`src/logic/sensio_pkg.sv`:
```
/* sensor i/o shared definitions */
package sensio_pkg;

    localparam logic [15:0] SENSIO_ADDR      = 16'h0330; // base of the sensor i/o block
    localparam logic [15:0] SENSIO_ADDR_MASK = 16'h07f8; // low 3 bits select the register

    localparam logic [2:0] SENSIO_CTRL  = 3'h0; // resets and aro
    localparam logic [2:0] SENSIO_JTAG  = 3'h2; // bit-banged jtag to the board fpga
    localparam logic [2:0] SENSIO_WIDTH = 3'h3; // line width, 0 keeps hact as is

    localparam int CMD_BYTES     = 6;                   // al, ah, d0..d3
    localparam int CMD_CNT_BITS  = $clog2(CMD_BYTES);
    localparam int CMD_ADDR_BITS = 3;
    localparam int CMD_DATA_BITS = 32;

    localparam int LINE_WIDTH_BITS = 16;

    // control register, lower bit of each pair of bits
    localparam int SENS_CTRL_MRST = 0; // 1:0
    localparam int SENS_CTRL_ARST = 2; // 3:2
    localparam int SENS_CTRL_ARO  = 4; // 5:4

    // jtag register
    localparam int SENS_JTAG_TDI   = 0; // 1:0
    localparam int SENS_JTAG_TMS   = 2; // 3:2
    localparam int SENS_JTAG_TCK   = 4; // 5:4
    localparam int SENS_JTAG_PROG  = 6; // 7:6
    localparam int SENS_JTAG_PGMEN = 8; // 9:8

    typedef struct packed {
        logic en;  // write enable for this field
        logic val; // new value
    } sens_pair_t;

    typedef struct packed {
        logic [CMD_DATA_BITS-SENS_CTRL_ARO-3:0] rsvd; // mmcm/quadrant bits, unused here
        sens_pair_t aro;
        sens_pair_t arst;
        sens_pair_t mrst;
    } sens_ctrl_view_t;

    typedef struct packed {
        logic [CMD_DATA_BITS-SENS_JTAG_PGMEN-3:0] rsvd;
        sens_pair_t pgmen;
        sens_pair_t prog;
        sens_pair_t tck;
        sens_pair_t tms;
        sens_pair_t tdi;
    } sens_jtag_view_t;

    typedef union packed {
        logic [CMD_DATA_BITS-1:0] raw;
        sens_ctrl_view_t          ctrl;
        sens_jtag_view_t          jtag;
    } sensio_data_u;

    // keep old value unless the field is enabled
    function automatic logic pair_next(logic cur, sens_pair_t p);
        return p.en ? p.val : cur;
    endfunction

endpackage

```
`src/logic/sens_ctrl_if.sv`:
```
/* sensor control bits */
`timescale 1ns/1ps

interface sens_ctrl_if;

    logic mrst;     // sensor master reset
    logic arst;     // aux reset, tms when programming
    logic aro_soft; // software aro level
    logic pgmen;    // board fpga programming mode
    logic prog;     // prog_b, sent inverted
    logic tck;
    logic tms;
    logic tdi;

    modport regs (
        output mrst, arst, aro_soft, pgmen, prog, tck, tms, tdi
    );

    modport pins (
        input mrst, arst, aro_soft, pgmen, prog, tck, tms, tdi
    );

endinterface

```
`src/logic/sensio_cmd_deser.sv`:
```
/* byte-serial command deserializer */
`timescale 1ns/1ps

module sensio_cmd_deser (
    input  logic                                  mclk,
    input  logic                                  mclk_rst,
    input  logic [7:0]                            cmd_ad_i,  // al, ah, d0..d3
    input  logic                                  cmd_stb_i, // with the al byte
    output logic                                  cmd_we_o,
    output logic [sensio_pkg::CMD_ADDR_BITS-1:0]  cmd_addr_o,
    output logic [sensio_pkg::CMD_DATA_BITS-1:0]  cmd_data_o
);
    import sensio_pkg::*;

    localparam int SR_BITS = 8 * CMD_BYTES;

    logic [CMD_CNT_BITS-1:0] byte_cnt; // 0 when idle
    logic [SR_BITS-1:0]      cmd_sr;   // first byte ends up lowest
    logic                    last_r;   // all bytes collected
    logic [15:0]             cmd_full_addr;
    logic                    addr_hit;

    always_ff @(posedge mclk) begin
        if (mclk_rst) begin
            byte_cnt <= '0;
        end else if (cmd_stb_i) begin
            byte_cnt <= CMD_CNT_BITS'(1); // new strobe restarts assembly
        end else if (byte_cnt != '0) begin
            if (byte_cnt == CMD_CNT_BITS'(CMD_BYTES - 1))
                byte_cnt <= '0;
            else
                byte_cnt <= byte_cnt + 1'b1;
        end
    end

    always_ff @(posedge mclk) begin
        if (mclk_rst)
            last_r <= 1'b0;
        else
            last_r <= !cmd_stb_i && (byte_cnt == CMD_CNT_BITS'(CMD_BYTES - 1));
    end

    // shift in every byte of an active command
    always_ff @(posedge mclk) begin
        if (cmd_stb_i || (byte_cnt != '0))
            cmd_sr <= {cmd_ad_i, cmd_sr[SR_BITS-1:8]};
    end

    assign cmd_full_addr = cmd_sr[15:0];
    assign addr_hit      = ((cmd_full_addr ^ SENSIO_ADDR) & SENSIO_ADDR_MASK) == 16'h0000;

    assign cmd_we_o   = last_r && addr_hit; // one cycle, foreign blocks ignored
    assign cmd_addr_o = cmd_full_addr[CMD_ADDR_BITS-1:0];
    assign cmd_data_o = cmd_sr[SR_BITS-1 -: CMD_DATA_BITS];

endmodule

```
`src/logic/sensio_regs.sv`:
```
/* sensor i/o register file */
`timescale 1ns/1ps

module sensio_regs (
    input  logic                                   mclk,
    input  logic                                   mclk_rst,
    input  logic                                   cmd_we_i,
    input  logic [sensio_pkg::CMD_ADDR_BITS-1:0]   cmd_addr_i,
    input  logic [sensio_pkg::CMD_DATA_BITS-1:0]   cmd_data_i,
    sens_ctrl_if.regs                              ctrl_o,
    output logic [sensio_pkg::LINE_WIDTH_BITS-1:0] line_width_m1_o, // width - 1
    output logic                                   line_internal_o  // regenerate hact
);
    import sensio_pkg::*;

    sensio_data_u data_r;      // last accepted data word
    logic         set_ctrl_r;
    logic         set_jtag_r;
    logic [1:0]   set_width_r; // subtract gets its own cycle

    always_ff @(posedge mclk) begin
        if (cmd_we_i)
            data_r.raw <= cmd_data_i;
    end

    always_ff @(posedge mclk) begin
        if (mclk_rst) begin
            set_ctrl_r  <= 1'b0;
            set_jtag_r  <= 1'b0;
            set_width_r <= 2'b00;
        end else begin
            set_ctrl_r  <= cmd_we_i && (cmd_addr_i == SENSIO_CTRL);
            set_jtag_r  <= cmd_we_i && (cmd_addr_i == SENSIO_JTAG);
            set_width_r <= {set_width_r[0], cmd_we_i && (cmd_addr_i == SENSIO_WIDTH)};
        end
    end

    // sensor reset and aro pins
    always_ff @(posedge mclk) begin
        if (mclk_rst) begin
            ctrl_o.mrst     <= 1'b0;
            ctrl_o.arst     <= 1'b0;
            ctrl_o.aro_soft <= 1'b0;
        end else if (set_ctrl_r) begin
            ctrl_o.mrst     <= pair_next(ctrl_o.mrst, data_r.ctrl.mrst);
            ctrl_o.arst     <= pair_next(ctrl_o.arst, data_r.ctrl.arst);
            ctrl_o.aro_soft <= pair_next(ctrl_o.aro_soft, data_r.ctrl.aro);
        end
    end

    // jtag lines to the board fpga
    always_ff @(posedge mclk) begin
        if (mclk_rst) begin
            ctrl_o.pgmen <= 1'b0;
            ctrl_o.prog  <= 1'b0;
            ctrl_o.tck   <= 1'b0;
            ctrl_o.tms   <= 1'b0;
            ctrl_o.tdi   <= 1'b0;
        end else if (set_jtag_r) begin
            ctrl_o.pgmen <= pair_next(ctrl_o.pgmen, data_r.jtag.pgmen);
            ctrl_o.prog  <= pair_next(ctrl_o.prog, data_r.jtag.prog);
            ctrl_o.tck   <= pair_next(ctrl_o.tck, data_r.jtag.tck);
            ctrl_o.tms   <= pair_next(ctrl_o.tms, data_r.jtag.tms);
            ctrl_o.tdi   <= pair_next(ctrl_o.tdi, data_r.jtag.tdi);
        end
    end

    // line width, stored minus one for the hact down-counter
    always_ff @(posedge mclk) begin
        if (mclk_rst) begin
            line_width_m1_o <= '0;
            line_internal_o <= 1'b0;
        end else if (set_width_r[1]) begin
            line_width_m1_o <= data_r.raw[LINE_WIDTH_BITS-1:0] - 1'b1;
            line_internal_o <= |data_r.raw[LINE_WIDTH_BITS-1:0]; // 0 means pass hact
        end
    end

endmodule

```
`src/logic/sens_pin_ctrl.sv`:
```
/* sensor pin multiplexer */
`timescale 1ns/1ps

module sens_pin_ctrl (
    input  logic      mclk,
    input  logic      mclk_rst,
    sens_ctrl_if.pins ctrl_i,
    input  logic      trigger_mode_i, // 0 is free running
    input  logic      trig_i,
    input  logic      senspgm_i,      // senspgm pin level
    output logic      aro_o,          // aro or tck
    output logic      arst_o,         // arst or tms
    output logic      mrst_o,
    output logic      mrst_oe_o,      // off while done is read back
    output logic      senspgm_o,
    output logic      senspgm_oe_o,
    output logic      tdi_o,          // pxd0 in programming mode
    output logic      tdi_oe_o
);

    logic [1:0] pgmen_d;       // pgmen delay line for edge detect
    logic       force_senspgm; // level seen when programming ended
    logic       mrst_drv_en;   // mrst pin stays released until reset is over
    logic       aro_run;

    always_ff @(posedge mclk) begin
        if (mclk_rst) begin
            pgmen_d       <= 2'b00;
            force_senspgm <= 1'b0;
            mrst_drv_en   <= 1'b0;
        end else begin
            pgmen_d     <= {pgmen_d[0], ctrl_i.pgmen};
            mrst_drv_en <= 1'b1;
            if (pgmen_d == 2'b10) // pgmen just fell
                force_senspgm <= senspgm_i;
        end
    end

    assign aro_run = trigger_mode_i ? ~trig_i : ctrl_i.aro_soft;

    assign aro_o  = ctrl_i.pgmen ? ctrl_i.tck : aro_run;
    assign arst_o = ctrl_i.pgmen ? ctrl_i.tms : ctrl_i.arst;

    assign mrst_o    = ctrl_i.mrst;
    assign mrst_oe_o = mrst_drv_en && !ctrl_i.pgmen;

    assign tdi_o    = ctrl_i.tdi;
    assign tdi_oe_o = ctrl_i.pgmen;

    assign senspgm_o    = ctrl_i.pgmen ? ~ctrl_i.prog : force_senspgm;
    assign senspgm_oe_o = ctrl_i.pgmen || force_senspgm;

endmodule

```
`src/logic/hact_regen.sv`:
```
/* hact regenerator */
`timescale 1ns/1ps

module hact_regen (
    input  logic                                   mclk,
    input  logic                                   mclk_rst,
    input  logic                                   hact_i,
    input  logic [sensio_pkg::LINE_WIDTH_BITS-1:0] line_width_m1_i,
    input  logic                                   line_internal_i,
    output logic                                   hact_o
);
    import sensio_pkg::*;

    logic                       hact_d;    // hact_i one cycle back
    logic                       hact_rise;
    logic [LINE_WIDTH_BITS-1:0] hact_cnt;  // cycles left in the line
    logic                       hact_end;

    assign hact_rise = hact_i && !hact_d;
    assign hact_end  = line_internal_i ? (hact_cnt == '0) : !hact_i;

    always_ff @(posedge mclk) begin
        if (mclk_rst) begin
            hact_d <= 1'b0;
            hact_o <= 1'b0;
        end else begin
            hact_d <= hact_i;
            if (hact_rise)
                hact_o <= 1'b1;
            else if (hact_end)
                hact_o <= 1'b0;
        end
    end

    always_ff @(posedge mclk) begin
        if (mclk_rst)
            hact_cnt <= '0;
        else if (hact_rise)
            hact_cnt <= line_width_m1_i;  // w - 1 more cycles after the first
        else if (hact_o)
            hact_cnt <= hact_cnt - 1'b1;
    end

endmodule

```
`src/logic/sens_io_top.sv`:
```
/* sensor port control core */
`timescale 1ns/1ps

module sens_io_top (
    input  logic       mclk,
    input  logic       mclk_rst,
    input  logic [7:0] cmd_ad_i,       // byte-serial command
    input  logic       cmd_stb_i,
    input  logic       trigger_mode_i,
    input  logic       trig_i,
    input  logic       senspgm_i,
    input  logic       hact_i,
    output logic       aro_o,
    output logic       arst_o,
    output logic       mrst_o,
    output logic       mrst_oe_o,
    output logic       senspgm_o,
    output logic       senspgm_oe_o,
    output logic       tdi_o,          // pxd0
    output logic       tdi_oe_o,
    output logic       hact_o
);
    import sensio_pkg::*;

    logic                       cmd_we;
    logic [CMD_ADDR_BITS-1:0]   cmd_addr;
    logic [CMD_DATA_BITS-1:0]   cmd_data;
    logic [LINE_WIDTH_BITS-1:0] line_width_m1;
    logic                       line_internal;

    sens_ctrl_if i_ctrl_bus ();

    sensio_cmd_deser i_cmd_deser (
        .mclk       (mclk),
        .mclk_rst   (mclk_rst),
        .cmd_ad_i   (cmd_ad_i),
        .cmd_stb_i  (cmd_stb_i),
        .cmd_we_o   (cmd_we),
        .cmd_addr_o (cmd_addr),
        .cmd_data_o (cmd_data)
    );

    sensio_regs i_regs (
        .mclk            (mclk),
        .mclk_rst        (mclk_rst),
        .cmd_we_i        (cmd_we),
        .cmd_addr_i      (cmd_addr),
        .cmd_data_i      (cmd_data),
        .ctrl_o          (i_ctrl_bus.regs),
        .line_width_m1_o (line_width_m1),
        .line_internal_o (line_internal)
    );

    sens_pin_ctrl i_pin_ctrl (
        .mclk           (mclk),
        .mclk_rst       (mclk_rst),
        .ctrl_i         (i_ctrl_bus.pins),
        .trigger_mode_i (trigger_mode_i),
        .trig_i         (trig_i),
        .senspgm_i      (senspgm_i),
        .aro_o          (aro_o),
        .arst_o         (arst_o),
        .mrst_o         (mrst_o),
        .mrst_oe_o      (mrst_oe_o),
        .senspgm_o      (senspgm_o),
        .senspgm_oe_o   (senspgm_oe_o),
        .tdi_o          (tdi_o),
        .tdi_oe_o       (tdi_oe_o)
    );

    hact_regen i_hact_regen (
        .mclk            (mclk),
        .mclk_rst        (mclk_rst),
        .hact_i          (hact_i),
        .line_width_m1_i (line_width_m1),
        .line_internal_i (line_internal),
        .hact_o          (hact_o)
    );

endmodule

```
`config.mk`:
```
export PLATFORM = sky130hd
export DESIGN_NAME = sens_io_top
export DESIGN_NICKNAME = d
export VERILOG_FILES = /design/src/logic/sensio_pkg.sv /design/src/logic/sens_ctrl_if.sv /design/src/logic/sensio_cmd_deser.sv /design/src/logic/sensio_regs.sv /design/src/logic/sens_pin_ctrl.sv /design/src/logic/hact_regen.sv /design/src/logic/sens_io_top.sv
export SDC_FILE = /design/constraint.sdc
export NUM_CORES = 1
export LEC_CHECK = 0
export ABC_AREA = 1
export BUFFER_PORTS_ARGS = -buffer_cell sky130_fd_sc_hd__buf_2
export CELL_PAD_IN_SITES_DETAIL_PLACEMENT = 0
export CELL_PAD_IN_SITES_GLOBAL_PLACEMENT = 1
export CORE_UTILIZATION = 47
export DETAILED_ROUTE_END_ITERATION = 7
export PLACE_DENSITY_LB_ADDON = 0.1
export SETUP_SLACK_MARGIN = 0.15
export SKIP_CTS_REPAIR_TIMING = 1
export SLEW_MARGIN = 0
export SYNTH_ARGS = -nofsm -noshare
export SYNTH_HDL_FRONTEND = slang
export SYNTH_SLANG_ARGS = --single-unit
```
`constraint.sdc`:
```
create_clock -name mclk -period 5.1 [get_ports mclk]
set_input_delay 0 -clock mclk [delete_from_list [all_inputs] [get_ports mclk]]
set_output_delay 0 -clock mclk [all_outputs]
set_load 0.02 [all_outputs]
```
==> key figures <==
Run status
  • Status: complete, no violations

Drt
  • Drt drc: 0
  • Detail Route Antenna Nets: 0
  • WL/cell: 13.2 µm
  • Vias/cell: 4.92
  • Drt first-iter violations: 149
  • Routed wire length: 9.37 mm
  • Vias post-DR: 3492
  • Drt pass-1 iters: 4

Timing
  • Max Clock Freq: 0.504 GHz
  • Total negative slack: 0 ns
  • Unrepaired setup endpoints after global routing: false
  • Slew Limit Fails: 0
  • Final min period: 1.99 ns
  • Worst-margin pin slew: 1.11 ns
  • Final Hold Viols: 0
  • Setup Skew: 0.00980 ns
  • Final period util: 38.9%
  • Slew margin rel.: 26.0%
  • Setup violations, final: 0

Synth
  • Yosys top cell area share: 38.7%
  • Synth Register Bits: 119
  • Number of synthesized flops with an enable pin: 64
  • Post-Synthesis Net Count: 540
  • Yosys cell types: 40
  • Commonest cells in the netlist: nand2_1, inv_1, edfxtp_1, dfxtp_1, nor2_1
  • Syn Inst Count: 522
  • Async SR Flop Fraction: 0%
  • Avg Inst Size Synth: 9.50 µm²
  • Seq/Total Area, Yosys: 60.9%
  • Most common cell in the synthesized netlist: nand2_1
  • Area leader, netlist: edfxtp_1
  • YS warnings: 0
  • Post-synth top flop: edfxtp_1
  • Synth top area cells: edfxtp_1, dfxtp_1, nand2_1
  • Synthesized area: 4960 µm²

Critical path
  • Required time of the critical path: 5.02 ns
  • Startpoint types: flop
  • Reg-to-Reg End: i_cmd_deser.cmd_sr[17]
  • WS Path Type: reg -> reg
  • CP Capture Type: flop
  • FF-to-FF Start: i_cmd_deser.byte_cnt[0]
  • CP max FO: 49
  • Critical path origin: i_cmd_deser.byte_cnt[0]
  • Crit path DAT: 1.91 ns
  • Flop2flop setup slack: 3.11 ns
  • R2R depth: 2

Worst hold path
  • Hold Startpoint: mclk_rst
  • Hold Path Class: in -> reg
  • Hold Path Depth: 2
  • Hold EP: i_pin_ctrl.pgmen_d[0]

GRT
  • Number of global-route vias before repair: 3247
  • Largest net degree at the start of global routing: 50
  • First-pass GRT wire length: 15.5 mm
  • Gr usage total: 18.7%
  • Initial antenna violation count: 0
  • Total grt overflow: 0

Finish
  • Area grow syn2layout: 18.2%
  • Multi-input logic area: 1540 µm²
  • Number of fill cells: 950
  • Layout net count: 579
  • Ant. Diodes: 0
  • Register area: 3020 µm²
  • End-of-flow core utilization: 57.1%
  • Proportion of layout cells with a drive suffix above 1: 14.8%

Clock network
  • Insertion delay to the later sink of the worst-skew pair: 0.52 ns
  • CTS Root Buffer Type: clkbuf_8
  • CTS Buf Count: 17
  • CTS tree: built
  • H-tree depth: 4
  • Maximum clock path buffer count: 2
  • Worst-path clk slew: 0.06 ns
  • Total clock sinks: 119

Place
  • Placed wire-length estimate: 6.46 mm
  • # port buffers: 23
  • GPL Wtd Cong: 0.766

Die
  • I/O pin count: 24
  • DIE HEIGHT: 105 µm
  • Die area: 11000 µm²
  • Die width: 105 µm
  • Initial core utilization: 48.3%
  • Row count: 37
  • Area of the core: 10300 µm²

Power
  • Leakage: 0.00244 µW
  • Worst ir drop on vdd: 0.000241 V
  • PwrDens: 410 nW/µm²

Flow run
  • Maxcap violations: 0
## how the worst max path moves through the flow
stage                                   endpoint  depth (start not counted)
after floorplan            i_cmd_deser.cmd_sr[0]                          2
after global placement     i_cmd_deser.cmd_sr[3]                          2
after detailed placement   i_cmd_deser.cmd_sr[4]                          2
after CTS                 i_cmd_deser.cmd_sr[17]                          2
after global routing      i_cmd_deser.cmd_sr[17]                          2
final                     i_cmd_deser.cmd_sr[17]                          2
## sequential cells by signal, indices dropped and copies added (netlist names), 2 cells and up
signal / cells
i_regs.data_r: 16
i_regs.line_width_m1_o: 16
i_pin_ctrl.pgmen_d: 2
i_cmd_deser.byte_cnt: 3
i_cmd_deser.cmd_sr: 48
i_regs.set_width_r: 2
i_hact_regen.hact_cnt: 16
## stage by stage
step	setup slack (ns)	std cells	total power (µW)	hold slack, ns	cell area [µm²]
global placement	3.13	667	1240	0.177	5170
floorplan	2.83	522	1210	0.0774	4960
detailed placement	3.09	667	1250	0.178	5170
finish	3.11	710	2400	0.0246	5860
CTS	3.09	699	2410	-0.362	5750
global route	2.90	710	2490	0.0829	5860
## where the power goes
part	total (µW)	switching [µW]	internal (µW)	leakage [µW]
logic	127	83.6	43.6	0.00109
clock network	1170	461	709	0.000283
registers	1100	23.9	1080	0.00107
total	2400	569	1830	0.00244
## layout by cell type, fill, tap and decap left out, types with 11 or more instances in the layout
| cell | synthesis | final |
|---|---|---|
| inv_1 | 83 | 83 |
| nand3_1 | 21 | 20 |
| a21oi_1 | 39 | 39 |
| o21ai_0 | 23 | 23 |
| buf_2 | 5 | 23 |
| dfxtp_1 | 55 | 55 |
| dlygate4sd3_1 | 0 | 11 |
| edfxtp_1 | 64 | 64 |
| clkbuf_16 | 0 | 16 |
| nor2_1 | 49 | 49 |
| nand2_1 | 95 | 95 |
## worst max-delay path: stages (launching register included)
cell	delay, ns
dfxtp_1	0.33
nor2_1	0.18
nand3_2	0.87
## routing by layer
| layer | track usage (%) | up-vias | routed length [µm] |
|---|---|---|---|
| li1 | - | 1796 | - |
| met1 | 24.4 | 1605 | 4570 |
| met2 | 29.0 | 78 | 4250 |
| met3 | 5.68 | 13 | 419 |
| met4 | 7.34 | 0 | 133 |
| met5 | 0 | - | 0 |
## final cells by class
cell class,count,area share (%)
clock buffers,18,7.13
clock inverters,14,2.79
inverters,87,5.57
multi-input cells,302,26.2
flip-flops and latches,119,51.5
well taps,136,2.90
repair buffers,34,3.84
## cell families (layout without fill, tap and decap cells)
kind of cell               Yosys count  in the layout  share of synthesized area (%)
DFF                                119            119                           60.9
adders and majority gates            3              3                          0.757
AOI/OAI and AO/OA                   91             91                           10.4
and+or+nand+nor                    204            204                           19.0
buffers and inverters              101            153                           8.15
xor gates and xnor gates             4              4                          0.706
Power figures use the tool's default switching activity.
